==> src/verilog/dp_defines.svh <==
`ifndef DP_DEFINES_SVH
`define DP_DEFINES_SVH

// Data path and instruction word width
`define DP_WORD_W   32

// Architectural registers, R15 included
`define DP_NUM_REGS 16
`define DP_ADDR_W   4

// Fetch address after reset
`define DP_RESET_PC 32'h0000_0000

`endif

==> src/verilog/arm_isa_pkg.sv <==
`include "dp_defines.svh"

package arm_isa_pkg;

    // Data word, also used for a whole instruction
    typedef logic [`DP_WORD_W-1:0] word_t;

    typedef logic [`DP_ADDR_W-1:0] reg_addr_t; // Register number R0..R15

    // Data-processing opcode field, bits 24:21
    typedef enum logic [3:0] {
        op_and = 4'b0000,
        op_eor = 4'b0001,
        op_sub = 4'b0010,
        op_add = 4'b0100,
        op_cmp = 4'b1010,
        op_orr = 4'b1100,
        op_mov = 4'b1101
    } dp_opcode_t;

endpackage

==> src/verilog/dp_ctrl_pkg.sv <==
package dp_ctrl_pkg;

    typedef logic [2:0] alu_op_t; // ALU function select

    localparam alu_op_t alu_pass_b = 3'd0; // MOV
    localparam alu_op_t alu_and    = 3'd1;
    localparam alu_op_t alu_eor    = 3'd2;
    localparam alu_op_t alu_or     = 3'd3;
    localparam alu_op_t alu_add    = 3'd4;
    localparam alu_op_t alu_sub    = 3'd5; // SUB and CMP

    // N Z C V, N in the top bit
    typedef logic [3:0] flags_t;

    localparam int unsigned flag_n = 3;
    localparam int unsigned flag_z = 2;
    localparam int unsigned flag_c = 1;
    localparam int unsigned flag_v = 0;

endpackage

==> src/verilog/register_file.sv <==
`timescale 1ns/1ns
`include "dp_defines.svh"

module register_file(clk, rst_n, a_1, a_2, a_3, wd_3, r_15, we_3, rd_1, rd_2);

    input  logic                   clk;
    input  logic                   rst_n;
    input  arm_isa_pkg::reg_addr_t a_1;
    input  arm_isa_pkg::reg_addr_t a_2;
    input  arm_isa_pkg::reg_addr_t a_3;
    input  arm_isa_pkg::word_t     wd_3;
    input  arm_isa_pkg::word_t     r_15;
    input  logic                   we_3;

    output arm_isa_pkg::word_t     rd_1;
    output arm_isa_pkg::word_t     rd_2;

    // Index of the PC register
    localparam arm_isa_pkg::reg_addr_t pc_reg = `DP_ADDR_W'(`DP_NUM_REGS - 1);

    arm_isa_pkg::word_t regs [`DP_NUM_REGS]; // R0..R15
    logic               write_gp;            // Write port hits R0..R14

    // R15 is owned by the PC path, the write port never reaches it
    assign write_gp = we_3 && (a_3 != pc_reg);

    always_ff @(posedge clk) begin
        if (!rst_n) begin
            for (int i = 0; i < `DP_NUM_REGS - 1; i++) begin
                regs[i] <= '0;
            end
            regs[pc_reg] <= `DP_RESET_PC + `DP_WORD_W'(8); // Reset PC plus 8
        end else begin
            if (write_gp) begin
                regs[a_3] <= wd_3; // ALU write-back
            end
            regs[pc_reg] <= r_15; // Loaded every cycle
        end
    end

    // Two independent read muxes
    assign rd_1 = regs[a_1];
    assign rd_2 = regs[a_2];

endmodule

==> src/verilog/instr_decode.sv <==
`timescale 1ns/1ns
`include "dp_defines.svh"

module instr_decode(clk, rst_n, instr, instr_valid, a_1, a_2, a_3, we_3, r_15, imm,
                    use_imm, alu_op, set_flags, illegal, pc);

    input  logic                   clk;
    input  logic                   rst_n;
    input  arm_isa_pkg::word_t     instr;
    input  logic                   instr_valid;

    output arm_isa_pkg::reg_addr_t a_1;
    output arm_isa_pkg::reg_addr_t a_2;
    output arm_isa_pkg::reg_addr_t a_3;
    output logic                   we_3;
    output arm_isa_pkg::word_t     r_15;
    output arm_isa_pkg::word_t     imm;
    output logic                   use_imm;
    output dp_ctrl_pkg::alu_op_t   alu_op;
    output logic                   set_flags;
    output logic                   illegal;
    output arm_isa_pkg::word_t     pc;

    localparam arm_isa_pkg::reg_addr_t pc_reg = `DP_ADDR_W'(`DP_NUM_REGS - 1);

    arm_isa_pkg::dp_opcode_t opcode;
    logic                    s_bit;
    logic                    supported;
    arm_isa_pkg::word_t      next_pc;

    // Instruction fields
    assign use_imm = instr[25];                              // I bit
    assign opcode  = arm_isa_pkg::dp_opcode_t'(instr[24:21]);
    assign s_bit   = instr[20];
    assign a_1     = instr[19:16];                           // Rn
    assign a_3     = instr[15:12];                           // Rd
    assign a_2     = instr[3:0];                             // Rm
    assign imm     = {{(`DP_WORD_W - 8){1'b0}}, instr[7:0]}; // No rotation

    always_comb begin
        supported = 1'b1;
        case (opcode)
            arm_isa_pkg::op_and: alu_op = dp_ctrl_pkg::alu_and;
            arm_isa_pkg::op_eor: alu_op = dp_ctrl_pkg::alu_eor;
            arm_isa_pkg::op_sub: alu_op = dp_ctrl_pkg::alu_sub;
            arm_isa_pkg::op_add: alu_op = dp_ctrl_pkg::alu_add;
            arm_isa_pkg::op_cmp: alu_op = dp_ctrl_pkg::alu_sub; // Subtract, flags only
            arm_isa_pkg::op_orr: alu_op = dp_ctrl_pkg::alu_or;
            arm_isa_pkg::op_mov: alu_op = dp_ctrl_pkg::alu_pass_b;
            default: begin
                supported = 1'b0;
                alu_op    = dp_ctrl_pkg::alu_pass_b;
            end
        endcase
    end

    assign illegal = instr_valid && !supported;

    // No write for CMP and none to the PC
    assign we_3 = instr_valid && supported && (opcode != arm_isa_pkg::op_cmp)
                  && (a_3 != pc_reg);

    assign set_flags = instr_valid && supported && (s_bit || (opcode == arm_isa_pkg::op_cmp));

    // PC steps only on a valid instruction
    assign next_pc = instr_valid ? pc + `DP_WORD_W'(4) : pc;
    assign r_15    = next_pc + `DP_WORD_W'(8); // R15 view after the edge

    always_ff @(posedge clk) begin
        if (!rst_n) begin
            pc <= `DP_RESET_PC;
        end else begin
            pc <= next_pc;
        end
    end

endmodule

==> src/verilog/alu.sv <==
`timescale 1ns/1ns
`include "dp_defines.svh"

module alu(clk, rst_n, rd_1, rd_2, imm, use_imm, alu_op, set_flags, result, wd_3, flags);

    input  logic                 clk;
    input  logic                 rst_n;
    input  arm_isa_pkg::word_t   rd_1;
    input  arm_isa_pkg::word_t   rd_2;
    input  arm_isa_pkg::word_t   imm;
    input  logic                 use_imm;
    input  dp_ctrl_pkg::alu_op_t alu_op;
    input  logic                 set_flags;

    output arm_isa_pkg::word_t   result;
    output arm_isa_pkg::word_t   wd_3;
    output dp_ctrl_pkg::flags_t  flags;

    localparam int unsigned msb = `DP_WORD_W - 1;

    arm_isa_pkg::word_t   op_b;
    arm_isa_pkg::word_t   b_eff;      // Inverted for subtract
    logic [`DP_WORD_W:0]  sum_full;   // Carry in the top bit
    logic                 is_sub;
    logic                 is_arith;
    arm_isa_pkg::word_t   res;
    dp_ctrl_pkg::flags_t  flags_next;

    assign op_b     = use_imm ? imm : rd_2;
    assign is_sub   = (alu_op == dp_ctrl_pkg::alu_sub);
    assign is_arith = is_sub || (alu_op == dp_ctrl_pkg::alu_add);
    assign b_eff    = is_sub ? ~op_b : op_b;
    assign sum_full = {1'b0, rd_1} + {1'b0, b_eff} + {{`DP_WORD_W{1'b0}}, is_sub};

    always_comb begin
        case (alu_op)
            dp_ctrl_pkg::alu_pass_b: res = op_b;
            dp_ctrl_pkg::alu_and:    res = rd_1 & op_b;
            dp_ctrl_pkg::alu_eor:    res = rd_1 ^ op_b;
            dp_ctrl_pkg::alu_or:     res = rd_1 | op_b;
            dp_ctrl_pkg::alu_add,
            dp_ctrl_pkg::alu_sub:    res = sum_full[msb:0];
            default:                 res = '0;
        endcase
    end

    always_comb begin
        flags_next = flags; // Logic ops keep C and V
        flags_next[dp_ctrl_pkg::flag_n] = res[msb];
        flags_next[dp_ctrl_pkg::flag_z] = (res == '0);
        if (is_arith) begin
            // Carry out, which is the inverted borrow for SUB
            flags_next[dp_ctrl_pkg::flag_c] = sum_full[`DP_WORD_W];
            flags_next[dp_ctrl_pkg::flag_v] = (rd_1[msb] == b_eff[msb]) && (res[msb] != rd_1[msb]);
        end
    end

    always_ff @(posedge clk) begin
        if (!rst_n) begin
            flags <= '0;
        end else if (set_flags) begin
            flags <= flags_next;
        end
    end

    assign wd_3   = res; // Write-back data
    assign result = res;

endmodule

==> src/verilog/dp_core.sv <==
`timescale 1ns/1ns
`include "dp_defines.svh"

module dp_core(clk, rst_n, instr, instr_valid, result, flags, pc, illegal);

    input  logic                clk;
    input  logic                rst_n;
    input  arm_isa_pkg::word_t  instr;
    input  logic                instr_valid;

    output arm_isa_pkg::word_t  result;
    output dp_ctrl_pkg::flags_t flags;
    output arm_isa_pkg::word_t  pc;
    output logic                illegal;

    arm_isa_pkg::reg_addr_t a_1;
    arm_isa_pkg::reg_addr_t a_2;
    arm_isa_pkg::reg_addr_t a_3;
    logic                   we_3;
    arm_isa_pkg::word_t     r_15;   // Next PC plus 8
    arm_isa_pkg::word_t     imm;
    logic                   use_imm;
    dp_ctrl_pkg::alu_op_t   alu_op;
    logic                   set_flags;
    arm_isa_pkg::word_t     rd_1;
    arm_isa_pkg::word_t     rd_2;
    arm_isa_pkg::word_t     wd_3;   // Write-back word

    // Decoder and register file side by side
    instr_decode instr_decode_inst (.clk(clk), .rst_n(rst_n),
                                    .instr(instr), .instr_valid(instr_valid),
                                    .a_1(a_1), .a_2(a_2), .a_3(a_3), .we_3(we_3),
                                    .r_15(r_15), .imm(imm), .use_imm(use_imm),
                                    .alu_op(alu_op), .set_flags(set_flags),
                                    .illegal(illegal), .pc(pc));

    register_file register_file_inst (.clk(clk), .rst_n(rst_n),
                                      .a_1(a_1), .a_2(a_2), .a_3(a_3),
                                      .wd_3(wd_3), .r_15(r_15), .we_3(we_3),
                                      .rd_1(rd_1), .rd_2(rd_2));

    // ALU joins both, result loops back as wd_3
    alu alu_inst (.clk(clk), .rst_n(rst_n),
                  .rd_1(rd_1), .rd_2(rd_2), .imm(imm), .use_imm(use_imm),
                  .alu_op(alu_op), .set_flags(set_flags),
                  .result(result), .wd_3(wd_3), .flags(flags));

endmodule

==> config.mk <==
export PLATFORM = sky130hd
export DESIGN_NAME = dp_core
export DESIGN_NICKNAME = d
export VERILOG_FILES = /design/src/verilog/arm_isa_pkg.sv /design/src/verilog/dp_ctrl_pkg.sv /design/src/verilog/register_file.sv /design/src/verilog/instr_decode.sv /design/src/verilog/alu.sv /design/src/verilog/dp_core.sv
export VERILOG_INCLUDE_DIRS = /design/src /design/src/verilog
export SDC_FILE = /design/constraint.sdc
export NUM_CORES = 1
export LEC_CHECK = 0
export BUFFER_PORTS_ARGS = -buffer_cell sky130_fd_sc_hd__clkbuf_2
export CAP_MARGIN = 10
export CORE_MARGIN = 3
export CORE_UTILIZATION = 45
export CTS_CLUSTER_DIAMETER = 150
export DETAILED_ROUTE_END_ITERATION = 8
export HOLD_SLACK_MARGIN = 0.15
export REMOVE_ABC_BUFFERS = 1
export SYNTH_ARGS = -nofsm -noshare
export SYNTH_HDL_FRONTEND = slang
export SYNTH_SLANG_ARGS = --single-unit
==> constraint.sdc <==
create_clock -name clk -period 5.7 [get_ports clk]
set_clock_uncertainty 0.15 [all_clocks]
set_input_delay 0.285 -clock clk [delete_from_list [all_inputs] [get_ports clk]]
set_output_delay 0.285 -clock clk [all_outputs]
set_load 0.02 [all_outputs]
==> out/metrics.yaml <==
global_routing:
  grt_remaining_overflow: 0
  grt_max_degree: 57
  grt.total_usage_pct: 30.91
  grt_pass1_vias: 24780
  grt_pass1_wl_um: 166900
  antenna_found_initial: 3
timing:
  setup_violations: 0
  worst_pin_slew_ns: 0.9884
  final_max_slew_viol_count: 0
  setup_ws_ns: 0.1456
  rsz0062_at_grt: "yes"
  fmax_ghz: 0.1800
  period_share_pct: 97.45
  final.min_clock_period_ns: 5.554
  slew_headroom_pct: 33.50
  finalHoldViolCount: 0
  setup_tns_ns: 0
place:
  dpl.hpwl_um: 77440
  place_congestion: 0.9658
  place_area_um2: 35680
  placed_cells: 3768
  port_buffers: 91
  pre_cts_slack_ns: -0.2840
finish:
  postLayoutCellArea_um2: 37740
  nets: 3032
  final_cells: 3883
  areaGrowthSynthToFinish_pct: 16.84
  drive_above_1_share_pct: 29.39
  diodes: 0
  largest_register_ffs: 512
pwr:
  p_per_area_nw_per_um2: 283.4
  vdd_drop_max_v: 0.0002530
  leakage_nw: 14.45
  fin_total_pwr_mw: 10.70
  swShare_pct: 29.92
  switchingPower_mw: 3.200
  clkPwrFrac_pct: 34.7
  pwr-share-comb_pct: 22.8
  internal-power_mw: 7.495
  p_seq_share_pct: 42.5
yosys:
  synth_cells: 2652
  synth_seq_cells: 546
  seq_area_frac_synth_pct: 48.71
  syn_area_um2: 32300
  synthFlopType: "edfxtp_1"
  synth_edf_count: 480
  async_reset_ff_share_pct: 0
  synth_cell_types: 85
  yosysWarnings: 0
  avgSynthCellArea_um2: 12.18
hold_path:
  hold_start: "instr[13]"
  hp-class: "primary input to flip-flop"
setup_path:
  cp-end-kind: "output port"
  worst_ep_required_time_ns: 5.27
  cp-start-kind: "flip-flop"
  crit_slowest_cell: "mux4_2"
  path_max_fanout: 7
  worstSetupPathType: "flip-flop to output port"
  crit_arrival_ns: 5.12
  r2r_start: "register_file_inst.regs[5][0]"
  crit_path_start: "register_file_inst.regs[11][13]"
  path_cells: "mux4_2 -> mux4_2 -> and2_1 -> xor2_1 -> ha_1 -> buf_4 -> nand4_1 -> or4_1 -> o21ai_1 -> a221o_1 -> a31oi_1 -> xnor2_1 -> a21oi_2 -> buf_4 -> clkinvlp_4 -> buf_2"
  crit_buf_inv: 4
  crit_family: "multiplexers"
  cp_slowest_stage_delay_ns: 0.56
detailed_routing:
  drtAntennaViolNets: 0
  wire_per_inst_um: 30.05
  via_per_inst: 6.386
  dr.pass1.iters: 5
  drt_iter0_markers: 3259
  routed_wl_um: 116700
  vias: 24800
  drc: 0
floorplanning:
  core_um2: 70510
  ios: 104
  start_util_pct: 45.81
  dieArea_um2: 75030
  rows: 97
  dieHeight_um: 273.9
  die_width_um: 273.9
job:
  maxCapViolations: 0
clock_tree:
  path_clk_slew_ns: 0.06
  clock_latency_ns: 0.65
  cts.path.max_buffers: 3
  cts.sinks: 546
  cts_inserted_buffers: 57
  htree_num_levels: 2
  cts_tree: "built"
  clockRootBuffer: "clkbuf_16"
run_status:
  status: "completed"
==> power by group through the flow <==
stage / combinational, mW / sequential [mW] / clock, mW
floorplan: 1.23 / 4.60 / 0
global placement: 2.32 / 4.61 / 0
detailed placement: 2.35 / 4.63 / 0
CTS: 2.37 / 4.54 / 3.74
global route: 2.57 / 4.56 / 3.90
finish: 2.44 / 4.55 / 3.71
==> kinds of logic after synthesis <==
kind of cell               synth area share [%]
and+or+nand+nor                           12.22
DFF                                       48.71
muxes                                     21.75
buffers and inverters                     4.187
AOI/OAI and AO/OA                         6.349
xor gates and xnor gates                  2.793
adders and majority gates                 3.974
other                                   0.01161
==> metrics by stage <==
step           utilization (%)  hold slack, ns
2_1_floorplan                -          0.2447
3_3_place_gp             50.60          0.3607
3_5_place_dp             50.60          0.3720
4_1_cts                  53.28          0.2115
5_1_grt                  53.52          0.2458
6_report                 53.52          0.2251
==> cells in the final DEF, fill, tap and decap left out, types with 11 or more instances in the layout <==
cell type / count
dfxtp_1: 66
edfxtp_1: 480
clkbuf_1: 11
a21oi_2: 12
nand3_1: 42
and2_1: 12
xor2_1: 63
buf_4: 289
a22oi_1: 18
and3_1: 15
o21ai_0: 46
nand2_2: 28
nand2b_1: 12
a221oi_1: 19
mux2i_1: 73
clkbuf_16: 60
nor2_1: 622
clkbuf_2: 85
a21oi_1: 45
mux4_2: 278
ha_1: 100
nand2_1: 87
a21o_1: 13
nor3_1: 11
o22ai_1: 16
nand4_1: 23
inv_1: 111
clkinv_2: 12
xnor2_1: 40
buf_12: 14
nor2b_1: 14
a221o_1: 15
==> synth_stat cells, types with 19 or more instances <==
| master | count | area (um2) |
|---|---|---|
| xor2_1 | 63 | 551.8 |
| nand4_1 | 23 | 143.9 |
| clkbuf_1 | 164 | 615.6 |
| buf_1 | 24 | 90.09 |
| a221oi_1 | 24 | 210.2 |
| nor2_1 | 623 | 2338 |
| ha_1 | 101 | 1264 |
| xnor2_1 | 40 | 350.3 |
| buf_2 | 19 | 95.09 |
| edfxtp_1 | 480 | 14410 |
| inv_1 | 114 | 427.9 |
| a21oi_1 | 57 | 285.3 |
| nand3_1 | 45 | 225.2 |
| dfxtp_1 | 66 | 1321 |
| nand2_1 | 115 | 431.7 |
| mux2i_1 | 73 | 730.7 |
| mux4_2 | 278 | 6261 |
| o21ai_0 | 51 | 255.2 |
==> worst paths after layout <==
kind,to,slack (ns),cells past startpoint
worst max-delay path,result[29],0.15,16
worst min-delay path,register_file_inst.regs[1][2],0.23,4
worst max register to register,alu_inst.flags[2],0.16,17
worst min register to register,instr_decode_inst.pc[31],0.41,2
==> area by class of cell <==
| cell class | count | area [um2] |
|---|---|---|
| Fill cell | 5923 | 32770 |
| Clock inverter | 33 | 265.3 |
| Timing Repair Buffer | 401 | 3014 |
| Multi-Input combinational cell | 1772 | 15520 |
| Tap cell | 940 | 1176 |
| Clock buffer | 74 | 1584 |
| Sequential cell | 546 | 15740 |
| Inverter | 117 | 446.7 |
==> layer usage <==
layer / part of all wire [%] / GRT usage (%) / up-vias
met4: 4.1 / 11.83 / 2
li1: - / - / 10340
met3: 12 / 7.902 / 253
met2: 47 / 49.62 / 1625
met5: 0.015 / 0.3289 / -
met1: 37 / 40.51 / 12580
==> worst register-to-register path, cell delays in order (launching register included) <==
cell	delay, ns
edfxtp_1	0.41
mux4_2	0.49
mux4_2	0.51
mux2_2	0.31
fa_1	0.47
a211oi_2	0.26
o21bai_1	0.14
buf_4	0.16
a21oi_1	0.22
o21ai_0	0.17
xor2_1	0.20
a221oi_4	0.40
nand4_1	0.14
nor4_1	0.38
buf_4	0.18
nand4_1	0.09
or4_1	0.57
o41ai_2	0.21
==> what timing repair did <==
| item | 4_1_cts | 5_1_grt |
|---|---|---|
| endpoints found under the setup margin | 5 | 13 |
| hold endpoints to repair | 7 | 0 |
| cloned | 0 | 0 |
| pin swaps | 1 | 8 |
| setup buffers | 1 | 6 |
| gates resized for setup | 6 | 31 |
| hold buffers | 2 | 0 |
Power figures use the tool's default switching activity.
